`config.mk`:
```
export PLATFORM = sky130hd
export DESIGN_NAME = mycpu_top
export DESIGN_NICKNAME = d
export VERILOG_FILES = /design/src/source/cpu_pkg.sv /design/src/source/mem_bus_if.sv /design/src/source/fetch_unit.sv /design/src/source/core_execute.sv /design/src/source/load_store_unit.sv /design/src/source/bus_arbiter.sv /design/src/source/mycpu_top.sv
export SDC_FILE = /design/constraint.sdc
export NUM_CORES = 2
export LEC_CHECK = 0
export BUFFER_PORTS_ARGS = -buffer_cell sky130_fd_sc_hd__buf_2
export CAP_MARGIN = 20
export CORE_MARGIN = 4
export CORE_UTILIZATION = 30
export DETAILED_ROUTE_END_ITERATION = 16
export GPL_TIMING_DRIVEN = 0
export MAX_ROUTING_LAYER = met4
export REMOVE_ABC_BUFFERS = 1
export SETUP_SLACK_MARGIN = 0.5
export SYNTH_ARGS = -nofsm -noshare
export SYNTH_HDL_FRONTEND = slang
export SYNTH_SLANG_ARGS = --single-unit
export TNS_END_PERCENT = 10
```
`constraint.sdc`:
```
create_clock -name aclk -period 14.28 [get_ports aclk]
set_input_delay 1.428 -clock aclk [delete_from_list [all_inputs] [get_ports aclk]]
set_output_delay 1.428 -clock aclk [all_outputs]
set_load 0.01 [all_outputs]
```
`src/source/cpu_pkg.sv`:
```
// bus widths, reset pc, opcode and function codes, execute states, instruction word union
`default_nettype none

package cpu_pkg;

    localparam int xlen      = 32;
    localparam int sel_width = 4;

    localparam logic [xlen-1:0] reset_pc = 32'h0000_0000;

    // primary opcodes
    localparam logic [5:0] op_rtype = 6'h00;
    localparam logic [5:0] op_beq   = 6'h04;
    localparam logic [5:0] op_addiu = 6'h09;
    localparam logic [5:0] op_lui   = 6'h0f;
    localparam logic [5:0] op_lw    = 6'h23;
    localparam logic [5:0] op_sw    = 6'h2b;

    // funct field of r-type
    localparam logic [5:0] fn_addu = 6'h21;
    localparam logic [5:0] fn_subu = 6'h23;

    // execute fsm encoding
    localparam logic [1:0] st_idle       = 2'd0;
    localparam logic [1:0] st_mem_wait   = 2'd1;
    localparam logic [1:0] st_write_back = 2'd2;

    // one instruction word, seen as r-type or i-type fields
    typedef union packed {
        struct packed {
            logic [5:0] op;
            logic [4:0] rs;
            logic [4:0] rt;
            logic [4:0] rd;
            logic [4:0] shamt;
            logic [5:0] funct;
        } r;
        struct packed {
            logic [5:0]  op;
            logic [4:0]  rs;
            logic [4:0]  rt;
            logic [15:0] imm;
        } i;
    } instr_t;

endpackage

`default_nettype wire

```
`src/source/mem_bus_if.sv`:
```
// wishbone classic single-beat bus with requester and arbiter modports
`timescale 1ns/1ps
`default_nettype none

interface mem_bus_if;

    logic [cpu_pkg::xlen-1:0]      adr;
    logic [cpu_pkg::xlen-1:0]      wdata;
    logic [cpu_pkg::xlen-1:0]      rdata;
    logic [cpu_pkg::sel_width-1:0] sel;
    logic                          we;
    logic                          cyc;
    logic                          stb;
    logic                          ack;   // one cycle per access

    modport requester (
        output adr, wdata, sel, we, cyc, stb,
        input  rdata, ack
    );

    modport arbiter (
        input  adr, wdata, sel, we, cyc, stb,
        output rdata, ack
    );

endinterface

`default_nettype wire

```
`src/source/fetch_unit.sv`:
```
// fetch unit: next-fetch pc, prefetch request, one-entry instruction buffer, branch squash
`timescale 1ns/1ps
`default_nettype none

module fetch_unit (
    input  wire logic                     clk,
    input  wire logic                     reset,
    mem_bus_if.requester                  bus,
    input  wire logic                     take,
    input  wire logic                     redirect,
    input  wire logic [cpu_pkg::xlen-1:0] redirect_pc,
    output logic                          instr_valid,
    output cpu_pkg::instr_t               instr,
    output logic [cpu_pkg::xlen-1:0]      instr_pc
);

    logic [cpu_pkg::xlen-1:0] pc;        // next word to fetch
    logic [cpu_pkg::xlen-1:0] req_adr;
    logic [cpu_pkg::xlen-1:0] buf_pc;
    cpu_pkg::instr_t          buf_instr;
    logic                     buf_valid;
    logic                     req;
    logic                     drop;      // in-flight fetch is stale
    logic                     issue;
    logic                     acked;

    assign acked = req && bus.ack;
    // only when the buffer will be free, never on a redirect cycle
    assign issue = !req && (!buf_valid || take) && !redirect;

    always_ff @(posedge clk) begin
        if (reset) begin
            pc        <= cpu_pkg::reset_pc;
            buf_valid <= 1'b0;
            req       <= 1'b0;
            drop      <= 1'b0;
        end else begin
            if (issue)
                req <= 1'b1;
            else if (acked)
                req <= 1'b0;   // cyc falls the cycle after ack

            if (redirect) begin
                pc        <= redirect_pc;
                buf_valid <= 1'b0;
                drop      <= req && !bus.ack;
            end else begin
                if (take)
                    buf_valid <= 1'b0;
                if (acked) begin
                    if (drop) begin
                        drop <= 1'b0;
                    end else begin
                        buf_valid <= 1'b1;
                        pc        <= req_adr + 32'd4;
                    end
                end
            end
        end
    end

    always_ff @(posedge clk) begin
        if (issue)
            req_adr <= pc;
        if (acked) begin
            buf_instr <= bus.rdata;
            buf_pc    <= req_adr;
        end
    end

    assign bus.cyc   = req;
    assign bus.stb   = req;
    assign bus.adr   = req_adr;
    assign bus.we    = 1'b0;       // reads only
    assign bus.sel   = '1;
    assign bus.wdata = '0;

    assign instr_valid = buf_valid;
    assign instr       = buf_instr;
    assign instr_pc    = buf_pc;

endmodule

`default_nettype wire

```
`src/source/core_execute.sv`:
```
// execute stage: register file, decode, alu, beq resolution, load/store issue, write-back trace
`timescale 1ns/1ps
`default_nettype none

module core_execute (
    input  wire logic                     clk,
    input  wire logic                     reset,
    input  wire logic                     instr_valid,
    input  wire cpu_pkg::instr_t          instr,
    input  wire logic [cpu_pkg::xlen-1:0] instr_pc,
    output logic                          take,
    output logic                          redirect,
    output logic [cpu_pkg::xlen-1:0]      redirect_pc,
    output logic                          ls_start,
    output logic [cpu_pkg::xlen-1:0]      ls_addr,
    output logic                          ls_store,
    output logic [cpu_pkg::xlen-1:0]      ls_store_data,
    input  wire logic                     ls_done,
    input  wire logic [cpu_pkg::xlen-1:0] ls_load_data,
    output logic [cpu_pkg::xlen-1:0]      debug_wb_pc,
    output logic [cpu_pkg::xlen-1:0]      debug_wb_rf_wdata,
    output logic [3:0]                    debug_wb_rf_wen,
    output logic [4:0]                    debug_wb_rf_wnum
);

    logic [cpu_pkg::xlen-1:0] regs [32];
    logic [1:0]               state;
    cpu_pkg::instr_t          ir;
    cpu_pkg::instr_t          cur;          // word being decoded this cycle
    logic [cpu_pkg::xlen-1:0] ir_pc;
    logic [cpu_pkg::xlen-1:0] rs_val;
    logic [cpu_pkg::xlen-1:0] rt_val;
    logic [cpu_pkg::xlen-1:0] imm_sext;
    logic [cpu_pkg::xlen-1:0] wb_data;
    logic [4:0]               wb_num;
    logic                     wb_en;
    logic                     rf_wen;
    logic                     is_mem;

    assign take = (state == cpu_pkg::st_idle) && instr_valid;

    // idle decodes the incoming word, later states the held one
    assign cur = (state == cpu_pkg::st_idle) ? instr : ir;

    assign rs_val   = (cur.i.rs == 5'd0) ? '0 : regs[cur.i.rs];
    assign rt_val   = (cur.i.rt == 5'd0) ? '0 : regs[cur.i.rt];
    assign imm_sext = {{16{cur.i.imm[15]}}, cur.i.imm};
    assign is_mem   = (cur.i.op == cpu_pkg::op_lw) || (cur.i.op == cpu_pkg::op_sw);

    always_comb begin
        wb_en   = 1'b0;
        wb_num  = cur.i.rt;
        wb_data = rs_val + imm_sext;
        case (cur.i.op)
            cpu_pkg::op_rtype: begin
                wb_num = cur.r.rd;   // r-type view
                if (cur.r.funct == cpu_pkg::fn_addu) begin
                    wb_en   = 1'b1;
                    wb_data = rs_val + rt_val;
                end else if (cur.r.funct == cpu_pkg::fn_subu) begin
                    wb_en   = 1'b1;
                    wb_data = rs_val - rt_val;
                end
            end
            cpu_pkg::op_addiu: wb_en = 1'b1;
            cpu_pkg::op_lui: begin
                wb_en   = 1'b1;
                wb_data = {cur.i.imm, 16'h0000};
            end
            cpu_pkg::op_lw: begin
                wb_en   = 1'b1;
                wb_data = ls_load_data;   // held by the lsu after done
            end
            default: wb_en = 1'b0;
        endcase
    end

    assign rf_wen = (state == cpu_pkg::st_write_back) && wb_en && (wb_num != 5'd0);

    // beq resolves in the cycle after take
    assign redirect    = (state == cpu_pkg::st_write_back) && (cur.i.op == cpu_pkg::op_beq)
                         && (rs_val == rt_val);
    assign redirect_pc = ir_pc + 32'd4 + {imm_sext[cpu_pkg::xlen-3:0], 2'b00};

    always_ff @(posedge clk) begin
        if (reset) begin
            state    <= cpu_pkg::st_idle;
            ls_start <= 1'b0;
        end else begin
            ls_start <= 1'b0;
            case (state)
                cpu_pkg::st_idle: begin
                    if (take) begin
                        ls_start <= is_mem;
                        state    <= is_mem ? cpu_pkg::st_mem_wait : cpu_pkg::st_write_back;
                    end
                end
                cpu_pkg::st_mem_wait: begin
                    if (ls_done)   // sw has nothing to write back
                        state <= (cur.i.op == cpu_pkg::op_sw) ? cpu_pkg::st_idle
                                                              : cpu_pkg::st_write_back;
                end
                default: state <= cpu_pkg::st_idle;
            endcase
        end
    end

    always_ff @(posedge clk) begin
        if (take) begin
            ir            <= instr;
            ir_pc         <= instr_pc;
            ls_addr       <= rs_val + imm_sext;
            ls_store      <= (instr.i.op == cpu_pkg::op_sw);
            ls_store_data <= rt_val;
        end
        if (rf_wen)
            regs[wb_num] <= wb_data;
    end

    assign debug_wb_pc       = ir_pc;
    assign debug_wb_rf_wdata = wb_data;
    assign debug_wb_rf_wen   = {4{rf_wen}};
    assign debug_wb_rf_wnum  = wb_num;

endmodule

`default_nettype wire

```
`src/source/load_store_unit.sv`:
```
// load/store unit: one held word access on the data bus with load data return
`timescale 1ns/1ps
`default_nettype none

module load_store_unit (
    input  wire logic                     clk,
    input  wire logic                     reset,
    mem_bus_if.requester                  bus,
    input  wire logic                     start,
    input  wire logic [cpu_pkg::xlen-1:0] addr,
    input  wire logic                     store,
    input  wire logic [cpu_pkg::xlen-1:0] store_data,
    output logic                          done,
    output logic [cpu_pkg::xlen-1:0]      load_data
);

    logic                     req;
    logic                     req_we;
    logic [cpu_pkg::xlen-1:0] req_adr;
    logic [cpu_pkg::xlen-1:0] req_wdata;

    always_ff @(posedge clk) begin
        if (reset) begin
            req  <= 1'b0;
            done <= 1'b0;
        end else begin
            done <= req && bus.ack;   // one-cycle pulse after ack
            if (start)
                req <= 1'b1;
            else if (bus.ack)
                req <= 1'b0;
        end
    end

    always_ff @(posedge clk) begin
        if (start) begin
            req_adr   <= addr;
            req_we    <= store;
            req_wdata <= store_data;
        end
        if (req && bus.ack && !req_we)
            load_data <= bus.rdata;
    end

    assign bus.cyc   = req;
    assign bus.stb   = req;
    assign bus.adr   = req_adr;
    assign bus.we    = req_we;
    assign bus.wdata = req_wdata;
    assign bus.sel   = '1;          // whole words only

endmodule

`default_nettype wire

```
`src/source/bus_arbiter.sv`:
```
// bus arbiter: shares the external wishbone bus between data and fetch requesters
`timescale 1ns/1ps
`default_nettype none

module bus_arbiter (
    input  wire logic                          clk,
    input  wire logic                          reset,
    mem_bus_if.arbiter                         data_port,
    mem_bus_if.arbiter                         fetch_port,
    output logic [cpu_pkg::xlen-1:0]           bus_adr,
    output logic [cpu_pkg::xlen-1:0]           bus_wdata,
    output logic [cpu_pkg::sel_width-1:0]      bus_sel,
    output logic                               bus_we,
    output logic                               bus_cyc,
    output logic                               bus_stb,
    input  wire logic                          bus_ack,
    input  wire logic [cpu_pkg::xlen-1:0]      bus_rdata
);

    logic busy;       // a requester owns the bus
    logic own_data;   // owner is the data side
    logic own_cyc;

    assign own_cyc = own_data ? data_port.cyc : fetch_port.cyc;

    always_ff @(posedge clk) begin
        if (reset) begin
            busy     <= 1'b0;
            own_data <= 1'b0;
        end else if (!busy) begin
            if (data_port.cyc) begin   // execute is stalled on it
                busy     <= 1'b1;
                own_data <= 1'b1;
            end else if (fetch_port.cyc) begin
                busy     <= 1'b1;
                own_data <= 1'b0;
            end
        end else if (!own_cyc) begin
            busy <= 1'b0;
        end
    end

    assign bus_cyc   = busy && own_cyc;
    assign bus_stb   = busy && (own_data ? data_port.stb : fetch_port.stb);
    assign bus_adr   = own_data ? data_port.adr   : fetch_port.adr;
    assign bus_wdata = own_data ? data_port.wdata : fetch_port.wdata;
    assign bus_sel   = own_data ? data_port.sel   : fetch_port.sel;
    assign bus_we    = own_data ? data_port.we    : fetch_port.we;

    // the waiting side never sees ack
    assign data_port.ack  = busy && own_data && bus_ack;
    assign fetch_port.ack = busy && !own_data && bus_ack;

    assign data_port.rdata  = bus_rdata;
    assign fetch_port.rdata = bus_rdata;

endmodule

`default_nettype wire

```
`src/source/mycpu_top.sv`:
```
// cpu top level: fetch, execute, load/store and arbiter on one wishbone bus, debug trace ports
`timescale 1ns/1ps
`default_nettype none

module mycpu_top (
    input  wire logic                          aclk,
    input  wire logic                          reset,
    output logic [cpu_pkg::xlen-1:0]           bus_adr,
    output logic [cpu_pkg::xlen-1:0]           bus_wdata,
    input  wire logic [cpu_pkg::xlen-1:0]      bus_rdata,
    output logic [cpu_pkg::sel_width-1:0]      bus_sel,
    output logic                               bus_we,
    output logic                               bus_cyc,
    output logic                               bus_stb,
    input  wire logic                          bus_ack,
    output logic [cpu_pkg::xlen-1:0]           debug_wb_pc,
    output logic [cpu_pkg::xlen-1:0]           debug_wb_rf_wdata,
    output logic [3:0]                         debug_wb_rf_wen,
    output logic [4:0]                         debug_wb_rf_wnum
);

    logic                     instr_valid;
    cpu_pkg::instr_t          instr;
    logic [cpu_pkg::xlen-1:0] instr_pc;
    logic                     take;
    logic                     redirect;
    logic [cpu_pkg::xlen-1:0] redirect_pc;
    logic                     ls_start;
    logic [cpu_pkg::xlen-1:0] ls_addr;
    logic                     ls_store;
    logic [cpu_pkg::xlen-1:0] ls_store_data;
    logic                     ls_done;
    logic [cpu_pkg::xlen-1:0] ls_load_data;

    mem_bus_if fetch_bus ();
    mem_bus_if data_bus ();

    fetch_unit u_fetch (
        .clk         (aclk),
        .reset       (reset),
        .bus         (fetch_bus.requester),
        .take        (take),
        .redirect    (redirect),
        .redirect_pc (redirect_pc),
        .instr_valid (instr_valid),
        .instr       (instr),
        .instr_pc    (instr_pc)
    );

    core_execute u_execute (
        .clk               (aclk),
        .reset             (reset),
        .instr_valid       (instr_valid),
        .instr             (instr),
        .instr_pc          (instr_pc),
        .take              (take),
        .redirect          (redirect),
        .redirect_pc       (redirect_pc),
        .ls_start          (ls_start),
        .ls_addr           (ls_addr),
        .ls_store          (ls_store),
        .ls_store_data     (ls_store_data),
        .ls_done           (ls_done),
        .ls_load_data      (ls_load_data),
        .debug_wb_pc       (debug_wb_pc),
        .debug_wb_rf_wdata (debug_wb_rf_wdata),
        .debug_wb_rf_wen   (debug_wb_rf_wen),
        .debug_wb_rf_wnum  (debug_wb_rf_wnum)
    );

    load_store_unit u_lsu (
        .clk        (aclk),
        .reset      (reset),
        .bus        (data_bus.requester),
        .start      (ls_start),
        .addr       (ls_addr),
        .store      (ls_store),
        .store_data (ls_store_data),
        .done       (ls_done),
        .load_data  (ls_load_data)
    );

    bus_arbiter u_arbiter (
        .clk        (aclk),
        .reset      (reset),
        .data_port  (data_bus.arbiter),
        .fetch_port (fetch_bus.arbiter),
        .bus_adr    (bus_adr),
        .bus_wdata  (bus_wdata),
        .bus_sel    (bus_sel),
        .bus_we     (bus_we),
        .bus_cyc    (bus_cyc),
        .bus_stb    (bus_stb),
        .bus_ack    (bus_ack),
        .bus_rdata  (bus_rdata)
    );

endmodule

`default_nettype wire

```
==> metrics.md <==
| Metric | Value |
|---|---|
| Non-filler cells, final | `9,412` |
| Library cells used by synthesis | `114` |
| Clock buffer count from CTS | `146` |
| PnR worst setup slack | `1.723 ns` |
| Clk root buf | `clkbuf_16` |
| Skew-Pair Late Insertion Delay | `0.82 ns` |
| Synth Area in Adders | `2.506%` |
| Rows | `177` |
| Die area | `242,500 um2` |
| Skew final | `0.06147 ns` |
| Core Util, Final | `35.51%` |
| Vias per Instance | `5.756` |
| Post-Syn Area per Cell | `11.70 um2` |
| Status | `finished clean` |
| Crit path max-delay cell type | `a21oi_1` |
| Clock Power Share | `41.5%` |
| Final WL | `258,200 um` |
| Final Setup Violations | `0` |
| Largest net degree at the start of global routing | `136` |
| Endpoints failing hold | `0` |
| Detail Placement HPWL | `171,700 um` |
| MaxCap Viol Count | `0` |
| H-tree levels | `4` |
| Post-synth EDFFs | `1,346` |
| Power Density | `110.3 nW/um2` |
| Largest family of logic cells by synthesized area | `simple AND/OR/NAND/NOR gates` |
| Period utilization | `87.93%` |
| Die Y | `492.4 um` |
| DRC viols | `0` |
| Number of port buffers | `174` |
| Peak Freq | `79.64 MHz` |
| Die X-Extent | `492.4 um` |
| Worst Tran Pin Value | `1.287 ns` |
| Post-CTS resize count | `0` |
| CTS max path bufs | `3` |
| Mapped cell area | `70,400 um2` |
| Number of primary I/O pins | `179` |
| Initial DRT Pass Iterations | `7` |
| Grt ovf | `0` |
| Most common cell after layout, fill and taps aside | `edfxtp_1` |
| Placeable Area | `233,000 um2` |
| Hold path cells | `0` |
| Gate power share | `8.4%` |
| Tot Pwr | `9123 uW` |
| Post-CTS setup buffers | `0` |
| Post-synthesis sequential area ratio | `58.61%` |
| First-pass GRT wire length | `365,700 um` |
| Switch share | `24.17%` |
| R2r setup slk | `3.97 ns` |
| CP Class | `register to output pin` |
| Initial drt markers | `7,882` |
| Routed Antenna Nets | `0` |
| Async SR Flop Fraction | `0%` |
| Routability congestion estimate | `0.9096` |
| # hold bufs at CTS | `0` |
| Antenna violations before repair | `18` |
| RSZ-0062 raised after global routing | `no` |
| TNS Setup | `0 ns` |
| Final #Nets | `6,326` |
| Total GRT Usage | `21.05%` |
| Worst slew margin | `14.17%` |
| Wire per inst | `27.44 um` |
| TritonCTS clock tree | `yes` |
| Fillers | `22.52k` |
| Pre-CTS WS | `2.596 ns` |
| Clock transition at the registers of the reported paths | `0.06 ns` |
| Seq pwr share | `50.1%` |
| Worst VDD drop | `0.0001231 V` |
| WP data arrival | `11.13 ns` |
| Type of the worst min-delay path | `register to register` |
| Vias | `54.18k` |
| Max incr delay on CP | `0.94 ns` |
| Sw power | `2205 uW` |
| Crit end category | `output pin` |
| CP max FO | `68` |
| Most frequent cells in the layout | `edfxtp_1 (1,346), nand2_1 (1,313), nand3_1 (526)` |
| Reg2Reg Depth | `27` |
| Share of cells above drive strength 1 | `15.75%` |
| Layout area overhead | `17.52%` |
| Synth warn | `0` |
| Final slew viol count | `0` |
| XOR/XNOR Fraction of Synth Area | `1.800%` |
| Worst Path Required | `12.85 ns` |
| Simple-gate share of the synthesized area | `15.41%` |
| Mux cell area share after synthesis | `8.057%` |
| Number of global-route vias before repair | `51.16k` |
| Initial core utilization | `30.22%` |
| # clock sinks | `1,388` |
| Leak Pwr | `0.02874 uW` |
| Minimum clock period | `12.56 ns` |
| Dpl cells | `9,127` |
| Compound-gate portion of the synthesized area | `10.35%` |
| Synth Register Bits | `1,388` |
| Startpoint type of the worst setup path | `register` |
| Synth Flop Type | `edfxtp_1` |
| Internal cell power | `6918 uW` |
| Post-synthesis cell count | `6,019` |
==> power by group through the flow <==
stage | Sequential, uW | Clock, uW | Combinational, uW
2_1_floorplan | 4660 | 0 | 416
3_3_place_gp | 4680 | 0 | 707
3_5_place_dp | 4660 | 0 | 734
4_1_cts | 4580 | 3830 | 737
5_1_grt | 4580 | 4010 | 809
6_report | 4580 | 3790 | 763
==> flip-flops by register name (all words and copies together) (netlist names), 2 cells and up <==
register and cells:
u_execute.ir 32, u_lsu.load_data 32, u_lsu.bus.adr 32, u_fetch.instr 32, u_execute.ls_store_data 32, u_lsu.bus.wdata 32
u_fetch.instr_pc 32, u_execute.state 2, u_execute.regs 1024, u_execute.debug_wb_pc 32, u_fetch.bus.adr 32, u_execute.ls_addr 32
u_fetch.pc 32
==> stage by stage <==
stage	hold slack, ns	cell area (um2)
floorplan	0.4003	68690
global placement	0.4006	73480
detailed placement	0.4045	77830
CTS	0.4081	82530
global route	0.4125	82720
finish	0.4124	82730
==> routing by layer <==
metal	vias up	GRT usage [%]	routed length, um
li1	22940	-	-
met1	26730	28.20	102100
met2	3799	29.99	109800
met3	709	5.590	33540
met4	0	9.091	12800
met5	-	-	0
==> cells in the mapped netlist (20+ instances only) <==
cell       instances  share of area (%)
edfxtp_1        1346                 57
nand2_1         1315                7.0
nand3_1          526                3.7
clkbuf_1         251                1.3
a21oi_1          249                1.8
nor2_1           249                1.3
mux4_2           187                6.0
ha_1             137                2.4
a31oi_1          123                1.1
inv_1            120               0.64
and3_1           104               0.92
xnor2_1           97                1.2
o21ai_0           95               0.68
a311oi_1          86                1.1
mux2i_1           84                1.2
buf_1             63               0.34
a211oi_1          54               0.58
mux2_2            54               0.86
buf_2             51               0.36
and2_1            50               0.44
nor3_1            49               0.35
xor2_1            44               0.55
dfxtp_1           42                1.2
o2111ai_1         39               0.49
a21o_1            37               0.39
buf_4             31               0.33
o21a_1            28               0.30
nor4_1            23               0.20
o21bai_1          22               0.23
or2_2             22               0.20
o21ai_1           21               0.15
nand2b_1          20               0.18
nand4_1           20               0.18
o22ai_1           20               0.18
==> layout make-up <==
cell class | count | area (um2) | share of cell area, %
diodes | 8 | 20.02 | 0.02420
clock inverters | 93 | 860.8 | 1.041
flip-flops and latches | 1388 | 41270 | 49.88
well taps | 3132 | 3919 | 4.737
clock buffers | 175 | 3836 | 4.637
multi-input cells | 4133 | 27720 | 33.51
repair buffers | 362 | 4646 | 5.616
inverters | 121 | 459.2 | 0.5551
==> cell families (layout without fill, tap and decap cells) <==
logic type,count (synthesis),after routing
AND/OR/NAND/NOR,2455,2455
adder cells (fa/ha/maj),140,140
buffers and inverters,532,751
other,2,44
multiplexers,326,326
flip-flops,1388,1388
AO/OA/AOI/OAI,1033,1033
XOR/XNOR,143,143
==> critical path, delay by kind of cell, from the launching register on <==
family                     cells  cell delay (ns)
AOI/OAI and AO/OA             16             5.35
and+or+nand+nor                4             1.80
buffers and inverters          5             1.31
DFF                            1             0.93
adders and majority gates      2             0.60
xor gates and xnor gates       1             0.15
==> worst paths after layout <==
kind                                                            from                              end
worst max-delay path                 u_execute.state[0]$_SDFFE_PP0P_            debug_wb_rf_wdata[28]
worst min-delay path            u_execute.ls_store_data[5]$_DFFE_PP_     u_lsu.bus.wdata[5]$_DFFE_PP_
worst max register to register       u_execute.state[0]$_SDFFE_PP0P_  u_execute.regs[8][28]$_DFFE_PP_
worst min register to register  u_execute.ls_store_data[5]$_DFFE_PP_     u_lsu.bus.wdata[5]$_DFFE_PP_
Note: power is estimated with default switching activity, not from simulation.
